## config.mk

```make
export PLATFORM = sky130hd
export DESIGN_NAME = p2p_top
export DESIGN_NICKNAME = d
export VERILOG_FILES = /design/src/rtl/p2p_pkg.sv /design/src/rtl/p2p_top.sv /design/src/rtl/p2p_lane.sv /design/src/rtl/p2p_regs.sv
export SDC_FILE = /design/constraint.sdc
export NUM_CORES = 1
export LEC_CHECK = 0
export ABC_AREA = 1
export BUFFER_PORTS_ARGS = -buffer_cell sky130_fd_sc_hd__clkbuf_2
export CAP_MARGIN = 10
export CORE_AREA = 2 2 191 193
export CTS_CLUSTER_SIZE = 24
export DETAILED_ROUTE_END_ITERATION = 16
export DIE_AREA = 0 0 193 195
export PLACE_DENSITY_LB_ADDON = 0.12
export RECOVER_POWER = 100
export REMOVE_ABC_BUFFERS = 1
export SKIP_CTS_REPAIR_TIMING = 1
export SYNTH_ARGS = -nofsm -noshare
export SYNTH_HDL_FRONTEND = slang
export SYNTH_SLANG_ARGS = --single-unit
```

## constraint.sdc

```tcl
create_clock -name core_clk -period 15.3 [get_ports core_clk]
set_input_delay 2.295 -clock core_clk [delete_from_list [all_inputs] [get_ports core_clk]]
set_output_delay 2.295 -clock core_clk [all_outputs]
set_load 0.1 [all_outputs]
```

## src/rtl/p2p_pkg.sv

```systemverilog
package p2p_pkg;

   // --------------------------------------------------
   // stream field widths
   // --------------------------------------------------
   localparam int DATA_W     = 64;
   localparam int KEEP_W     = 8;
   localparam int ID_W       = 4;
   localparam int USER_W     = 8;
   localparam int DEST_IN_W  = 2;
   localparam int DEST_OUT_W = 4;

   // skid buffer depth per lane
   localparam int LANE_DEPTH = 2;
   localparam int LANE_PTR_W = $clog2(LANE_DEPTH);
   localparam int LANE_CNT_W = $clog2(LANE_DEPTH + 1);

   // --------------------------------------------------
   // register port
   // --------------------------------------------------
   localparam int REG_ADDR_W = 4;
   localparam int REG_DATA_W = 32;
   localparam int TS_W       = 2 * REG_DATA_W;

   localparam logic [REG_ADDR_W-1:0] ADDR_CTRL     = 4'd0;
   localparam logic [REG_ADDR_W-1:0] ADDR_TS_LATCH = 4'd1;
   localparam logic [REG_ADDR_W-1:0] ADDR_TS_LOWER = 4'd2;
   localparam logic [REG_ADDR_W-1:0] ADDR_TS_UPPER = 4'd3;
   localparam logic [REG_ADDR_W-1:0] ADDR_SCRATCH  = 4'd4;
   localparam logic [REG_ADDR_W-1:0] ADDR_ID       = 4'd5;

   // identity word, reads as ascii "P2P0"
   localparam logic [REG_DATA_W-1:0] P2P_ID = 32'h5032_5030;

   // --------------------------------------------------
   // latched timestamp, whole or by halves
   // --------------------------------------------------
   typedef struct packed {
      logic [REG_DATA_W-1:0] upper;
      logic [REG_DATA_W-1:0] lower;
   } ts_halves_t;

   typedef union packed {
      logic [TS_W-1:0] whole;
      ts_halves_t      half;
   } ts_word_u;

endpackage
```

## src/rtl/p2p_top.sv

```systemverilog
module p2p_top
   import p2p_pkg::*;
(
   input  logic                  core_clk,
   input  logic                  rst_n,
   input  logic [TS_W-1:0]       timestamp,

   // register port
   input  logic                  reg_wr,
   input  logic                  reg_rd,
   input  logic [REG_ADDR_W-1:0] reg_addr,
   input  logic [REG_DATA_W-1:0] reg_wdata,
   output logic [REG_DATA_W-1:0] reg_rdata,
   output logic                  reg_rvalid,

   // lane 0
   input  logic                  from_sw0_valid,
   input  logic [DATA_W-1:0]     from_sw0_data,
   input  logic [KEEP_W-1:0]     from_sw0_keep,
   input  logic                  from_sw0_last,
   input  logic [ID_W-1:0]       from_sw0_id,
   input  logic [DEST_IN_W-1:0]  from_sw0_dest,
   input  logic [USER_W-1:0]     from_sw0_user,
   output logic                  from_sw0_ready,

   output logic                  to_sw0_valid,
   output logic [DATA_W-1:0]     to_sw0_data,
   output logic [KEEP_W-1:0]     to_sw0_keep,
   output logic                  to_sw0_last,
   output logic [ID_W-1:0]       to_sw0_id,
   output logic [DEST_OUT_W-1:0] to_sw0_dest,
   output logic [USER_W-1:0]     to_sw0_user,
   input  logic                  to_sw0_ready,

   // lane 1
   input  logic                  from_sw1_valid,
   input  logic [DATA_W-1:0]     from_sw1_data,
   input  logic [KEEP_W-1:0]     from_sw1_keep,
   input  logic                  from_sw1_last,
   input  logic [ID_W-1:0]       from_sw1_id,
   input  logic [DEST_IN_W-1:0]  from_sw1_dest,
   input  logic [USER_W-1:0]     from_sw1_user,
   output logic                  from_sw1_ready,

   output logic                  to_sw1_valid,
   output logic [DATA_W-1:0]     to_sw1_data,
   output logic [KEEP_W-1:0]     to_sw1_keep,
   output logic                  to_sw1_last,
   output logic [ID_W-1:0]       to_sw1_id,
   output logic [DEST_OUT_W-1:0] to_sw1_dest,
   output logic [USER_W-1:0]     to_sw1_user,
   input  logic                  to_sw1_ready
);

   logic tpause;

   // --------------------------------------------------
   // register block
   // --------------------------------------------------
   p2p_regs regs_i (
      .core_clk   (core_clk),
      .rst_n      (rst_n),
      .reg_wr     (reg_wr),
      .reg_rd     (reg_rd),
      .reg_addr   (reg_addr),
      .reg_wdata  (reg_wdata),
      .reg_rdata  (reg_rdata),
      .reg_rvalid (reg_rvalid),
      .timestamp  (timestamp),
      .tpause     (tpause)
   );

   // --------------------------------------------------
   // stream lanes
   // --------------------------------------------------
   // lane 0 honours pause
   p2p_lane #(
      .PAUSABLE (1'b1)
   ) lane0_i (
      .core_clk      (core_clk),
      .rst_n         (rst_n),
      .tpause        (tpause),
      .from_sw_valid (from_sw0_valid),
      .from_sw_data  (from_sw0_data),
      .from_sw_keep  (from_sw0_keep),
      .from_sw_last  (from_sw0_last),
      .from_sw_id    (from_sw0_id),
      .from_sw_dest  (from_sw0_dest),
      .from_sw_user  (from_sw0_user),
      .from_sw_ready (from_sw0_ready),
      .to_sw_valid   (to_sw0_valid),
      .to_sw_data    (to_sw0_data),
      .to_sw_keep    (to_sw0_keep),
      .to_sw_last    (to_sw0_last),
      .to_sw_id      (to_sw0_id),
      .to_sw_dest    (to_sw0_dest),
      .to_sw_user    (to_sw0_user),
      .to_sw_ready   (to_sw0_ready)
   );

   // lane 1 always flows
   p2p_lane #(
      .PAUSABLE (1'b0)
   ) lane1_i (
      .core_clk      (core_clk),
      .rst_n         (rst_n),
      .tpause        (),
      .from_sw_valid (from_sw1_valid),
      .from_sw_data  (from_sw1_data),
      .from_sw_keep  (from_sw1_keep),
      .from_sw_last  (from_sw1_last),
      .from_sw_id    (from_sw1_id),
      .from_sw_dest  (from_sw1_dest),
      .from_sw_user  (from_sw1_user),
      .from_sw_ready (from_sw1_ready),
      .to_sw_valid   (to_sw1_valid),
      .to_sw_data    (to_sw1_data),
      .to_sw_keep    (to_sw1_keep),
      .to_sw_last    (to_sw1_last),
      .to_sw_id      (to_sw1_id),
      .to_sw_dest    (to_sw1_dest),
      .to_sw_user    (to_sw1_user),
      .to_sw_ready   (to_sw1_ready)
   );

endmodule

```

## src/rtl/p2p_lane.sv

```systemverilog
module p2p_lane
   import p2p_pkg::*;
#(
   parameter bit PAUSABLE = 1'b0
) (
   input  logic                  core_clk,
   input  logic                  rst_n,
   input  logic                  tpause,

   // beats arriving from the switch
   input  logic                  from_sw_valid,
   input  logic [DATA_W-1:0]     from_sw_data,
   input  logic [KEEP_W-1:0]     from_sw_keep,
   input  logic                  from_sw_last,
   input  logic [ID_W-1:0]       from_sw_id,
   input  logic [DEST_IN_W-1:0]  from_sw_dest,
   input  logic [USER_W-1:0]     from_sw_user,
   output logic                  from_sw_ready,

   // beats returned to the switch
   output logic                  to_sw_valid,
   output logic [DATA_W-1:0]     to_sw_data,
   output logic [KEEP_W-1:0]     to_sw_keep,
   output logic                  to_sw_last,
   output logic [ID_W-1:0]       to_sw_id,
   output logic [DEST_OUT_W-1:0] to_sw_dest,
   output logic [USER_W-1:0]     to_sw_user,
   input  logic                  to_sw_ready
);

   // beat storage
   logic [DATA_W-1:0]    data_mem [LANE_DEPTH];
   logic [KEEP_W-1:0]    keep_mem [LANE_DEPTH];
   logic                 last_mem [LANE_DEPTH];
   logic [ID_W-1:0]      id_mem   [LANE_DEPTH];
   logic [DEST_IN_W-1:0] dest_mem [LANE_DEPTH];
   logic [USER_W-1:0]    user_mem [LANE_DEPTH];

   logic [LANE_PTR_W-1:0] wr_ptr;
   logic [LANE_PTR_W-1:0] rd_ptr;
   logic [LANE_CNT_W-1:0] count;

   logic paused;
   logic full;
   logic empty;
   logic push;
   logic pop;

   // --------------------------------------------------
   // handshake
   // --------------------------------------------------
   // tpause is ignored on a lane built without pause
   assign paused = PAUSABLE && tpause;

   assign full  = (count == LANE_CNT_W'(LANE_DEPTH));
   assign empty = (count == '0);

   // ready depends on registered state only
   assign from_sw_ready = !full && !paused;
   assign to_sw_valid   = !empty && !paused;

   assign push = from_sw_valid && from_sw_ready;
   assign pop  = to_sw_valid && to_sw_ready;

   // --------------------------------------------------
   // pointers and occupancy
   // --------------------------------------------------
   always_ff @(posedge core_clk or negedge rst_n) begin
      if (!rst_n) begin
         wr_ptr <= '0;
         rd_ptr <= '0;
         count  <= '0;
      end else begin
         if (push) begin
            wr_ptr <= wr_ptr + 1'b1;
         end
         if (pop) begin
            rd_ptr <= rd_ptr + 1'b1;
         end
         case ({push, pop})
            2'b10:   count <= count + 1'b1;
            2'b01:   count <= count - 1'b1;
            default: count <= count;
         endcase
      end
   end

   // --------------------------------------------------
   // storage
   // --------------------------------------------------
   always_ff @(posedge core_clk) begin
      if (push) begin
         data_mem[wr_ptr] <= from_sw_data;
         keep_mem[wr_ptr] <= from_sw_keep;
         last_mem[wr_ptr] <= from_sw_last;
         id_mem[wr_ptr]   <= from_sw_id;
         dest_mem[wr_ptr] <= from_sw_dest;
         user_mem[wr_ptr] <= from_sw_user;
      end
   end

   // head of buffer drives the output
   assign to_sw_data = data_mem[rd_ptr];
   assign to_sw_keep = keep_mem[rd_ptr];
   assign to_sw_last = last_mem[rd_ptr];
   assign to_sw_id   = id_mem[rd_ptr];
   assign to_sw_user = user_mem[rd_ptr];

   // narrow switch dest widened with zeros
   assign to_sw_dest = {{(DEST_OUT_W-DEST_IN_W){1'b0}}, dest_mem[rd_ptr]};

endmodule

```

## src/rtl/p2p_regs.sv

```systemverilog
module p2p_regs
   import p2p_pkg::*;
(
   input  logic                  core_clk,
   input  logic                  rst_n,

   input  logic                  reg_wr,
   input  logic                  reg_rd,
   input  logic [REG_ADDR_W-1:0] reg_addr,
   input  logic [REG_DATA_W-1:0] reg_wdata,
   output logic [REG_DATA_W-1:0] reg_rdata,
   output logic                  reg_rvalid,

   input  logic [TS_W-1:0]       timestamp,
   output logic                  tpause
);

   logic                  pause_q;
   logic                  latch_done_q;
   logic [REG_DATA_W-1:0] scratch_q;

   logic                  wr_ctrl;
   logic                  wr_latch;
   logic                  wr_scratch;

   logic [TS_W-1:0]       ts_capture;
   logic                  latch_evt_d1;
   ts_word_u              ts_status;

   logic [REG_DATA_W-1:0] rd_word;

   // --------------------------------------------------
   // write decode
   // --------------------------------------------------
   assign wr_ctrl    = reg_wr && (reg_addr == ADDR_CTRL);
   assign wr_latch   = reg_wr && (reg_addr == ADDR_TS_LATCH);
   assign wr_scratch = reg_wr && (reg_addr == ADDR_SCRATCH);

   // control and scratch
   always_ff @(posedge core_clk or negedge rst_n) begin
      if (!rst_n) begin
         pause_q   <= 1'b0;
         scratch_q <= '0;
      end else begin
         if (wr_ctrl) begin
            // latch_done is read-only status
            pause_q <= reg_wdata[0];
         end
         if (wr_scratch) begin
            scratch_q <= reg_wdata;
         end
      end
   end

   assign tpause = pause_q;

   // --------------------------------------------------
   // timestamp latch
   // --------------------------------------------------
   // sample the free-running counter on the trigger edge
   always_ff @(posedge core_clk) begin
      if (wr_latch) begin
         ts_capture <= timestamp;
      end
   end

   // status halves follow one cycle later
   always_ff @(posedge core_clk or negedge rst_n) begin
      if (!rst_n) begin
         latch_evt_d1 <= 1'b0;
         latch_done_q <= 1'b0;
      end else begin
         latch_evt_d1 <= wr_latch;
         if (latch_evt_d1) begin
            latch_done_q <= 1'b1;
         end
      end
   end

   always_ff @(posedge core_clk) begin
      if (latch_evt_d1) begin
         ts_status.whole <= ts_capture;
      end
   end

   // --------------------------------------------------
   // read path
   // --------------------------------------------------
   always_comb begin
      case (reg_addr)
         ADDR_CTRL:     rd_word = {{(REG_DATA_W-2){1'b0}}, latch_done_q, pause_q};
         ADDR_TS_LOWER: rd_word = ts_status.half.lower;
         ADDR_TS_UPPER: rd_word = ts_status.half.upper;
         ADDR_SCRATCH:  rd_word = scratch_q;
         ADDR_ID:       rd_word = P2P_ID;
         // trigger register and holes read as zero
         default:       rd_word = '0;
      endcase
   end

   always_ff @(posedge core_clk or negedge rst_n) begin
      if (!rst_n) begin
         reg_rvalid <= 1'b0;
      end else begin
         reg_rvalid <= reg_rd;
      end
   end

   // selected word captured on the read strobe
   always_ff @(posedge core_clk) begin
      if (reg_rd) begin
         reg_rdata <= rd_word;
      end
   end

endmodule

```

==> impl_metrics.tcl <==
set metrics [dict create \
    wire_per_inst_microns 19.17 \
    rows 69 \
    setup-violations-final 0 \
    grt_max_degree 89 \
    drive_gt1_frac 0.1339 \
    synthCells 1446 \
    root_buffer "clkbuf_16" \
    multi_input_area_sq_um 3269 \
    critPathCaptureType "output port" \
    slew_violations 772 \
    path_clk_slew_ps 60 \
    rsz0062_at_grt "false" \
    wirelength_microns 47250 \
    hold_violations 0 \
    drc 0 \
    critPathBufInv 2 \
    fin_skew_ps 16.99 \
    die_h_microns 195 \
    die-area_sq_um 37640 \
    cts.sinks 552 \
    grt.total_usage 0.2482 \
    cpPeakStageDelay_ps 2910 \
    grt_pass1_wl_microns 69790 \
    post-synth-top-area-cell "edfxtp_1" \
    cts_buffers 55 \
    synth_area_per_cell_sq_um 13.86 \
    io_pins 497 \
    antenna_found_initial 13 \
    crit_path_cell_trace "clkbuf_1 > nand2_1 > nand2_1 > clkbuf_1" \
    critPathSlowestCell "clkbuf_1" \
    status "finished with violations" \
    worstPathArrival_ps 5250 \
    core_sq_um 35400 \
    nets 2232 \
    violations "capacitance limit, slew limit" \
    hp-class "flip-flop to flip-flop" \
    first_iter_violations 797 \
    first_pass_iters 5 \
    critPathTopFamily "buffers and inverters" \
    fin_tns_setup_ps 0 \
    slew_headroom -1.961 \
    insertion_delay_ps 590 \
    cp-start-kind "flip-flop" \
    tightest_slew_ps 4442 \
    cts-root-to-sink-buffers 3 \
    chipWidth_microns 193 \
    port_buffers 492 \
    synth-seq-cells 552 \
    gp_congestion 0.8444 \
    vias_per_cell 5.116 \
    utilization 0.6849 \
    seq_area_frac_synth 0.8160 \
    synth.area.top_cells "edfxtp_1 (76%), nand2_1 (13%), dfrtp_1 (5.5%), nand3_1 (1.8%), buf_2 (0.62%)" \
    initial_core_util 0.5663 \
    synth_top_area_share 0.7610 \
    path_max_fanout 87 \
    worst_ep_required_time_ps 13010 \
    final_cell_mix "nand2_1 (686), edfxtp_1 (508), clkbuf_1 (357)" \
    timing.final.crit_share 0.4933 \
    max_cap_viol_count 15 \
    syn2layout_area_growth_pct 20.94 \
    final_common_cell "nand2_1" \
    max_freq_mhz 132.5 \
    path_class "flip-flop to output port" \
    grt_remaining_overflow 0 \
    synth.distinct_cells 25 \
    postRouteAntennaNets 0 \
    first_global_vias 12740 \
    post-dp-hpwl_microns 31170 \
    ys_warn_count 0 \
    ff_latch_area_sq_um 16360 \
    htreeDepth 2 \
    fillCellCount 2692 \
    fin_crit_ps 7548 \
    syn_area_sq_um 20040 \
    vias 12610 \
    cts_tree "done" \
]
[Yosys cell counts (all sizes together)]
master,instances
inv,24
conb,1
o211ai,9
xnor2,2
nand4,2
edfxtp,508
a21oi,3
nor2,12
nand2,697
o21ai,1
or2,3
nand3,73
dfrtp,44
ha,2
buf,46
xor2,2
nor4,1
clkbuf,16
[kinds of logic (layout without fill, tap and decap cells)]
kind of cell    after synthesis  count (layout)  synth area share
simple gates                788             788            0.1556
flops                       552             552            0.8160
buf+inv                      86             631           0.02085
compound gates               13              13          0.004369
xor+xnor                      4               4          0.001748
fa+ha+maj                     2               2          0.001248
other cells                   1              14         0.0001871
[stage by stage]
step / cell area, sq um / cells / worst slack, ps / hold slack (ps)
final: 24240 / 2465 / 7752 / 402.5
after global placement: 22900 / 2352 / 10760 / 400.5
after global routing: 24240 / 2464 / 7300 / 422.4
after detailed placement: 22900 / 2352 / 10610 / 404.5
after floorplan: 19730 / 1387 / 5963 / 400.3
after CTS: 24730 / 2455 / 10180 / 413.4
[worst reg2reg max path: stages, from the launching register on]
cell and delay [ps]:
dfrtp_1 400, inv_1 100, nand2_1 60, nand3_1 160, nor2_1 1200, clkbuf_1 2950
[metal layers]
layer | track usage | part of all wire | vias to the layer above
li1 | - | - | 5959
met1 | 0.2831 | 0.35 | 6016
met2 | 0.4257 | 0.51 | 519
met3 | 0.07854 | 0.095 | 111
met4 | 0.1142 | 0.041 | 6
met5 | 0 | 0.00091 | -
[flip-flops by register name (all words and copies together) (netlist names), 32 cells and up]
name and flops:
regs_i.ts_capture 64, lane0_i.data_mem 128, regs_i.reg_rdata 32, regs_i.ts_status 64, regs_i.scratch_q 32, lane1_i.data_mem 128
[cell type report]
cell class                 count  area share
antenna                       10    0.001032
clock buffer                  72     0.06116
clock inverter                31     0.01404
inverter                      24    0.003716
multi-input combinational    811      0.1349
sequential                   552      0.6748
tap                          461     0.02379
timing repair buffer         504     0.08661
[final timing paths]
kind	cells past startpoint	slack, ps	to	from
worst max-delay path	4	7750	to_sw1_data[10]	lane1_i.rd_ptr$_DFFE_PN0P_
worst min-delay path	0	400	regs_i.ts_status[47]$_DFFE_PP_	regs_i.ts_capture[47]$_DFFE_PP_
worst max register to register	5	9890	lane0_i.data_mem[1][19]$_DFFE_PP_	lane0_i.count[0]$_DFFE_PN0P_
worst min register to register	0	400	regs_i.ts_status[47]$_DFFE_PP_	regs_i.ts_capture[47]$_DFFE_PP_
max in group asynchronous	2	10880	lane0_i.rd_ptr$_DFFE_PN0P_	rst_n
min in group asynchronous	2	2660	regs_i.scratch_q[27]$_DFFE_PN0P_	rst_n
Power is not shown: default switching activity piles up to over one toggle a cycle in this logic, so the estimate is an artifact.
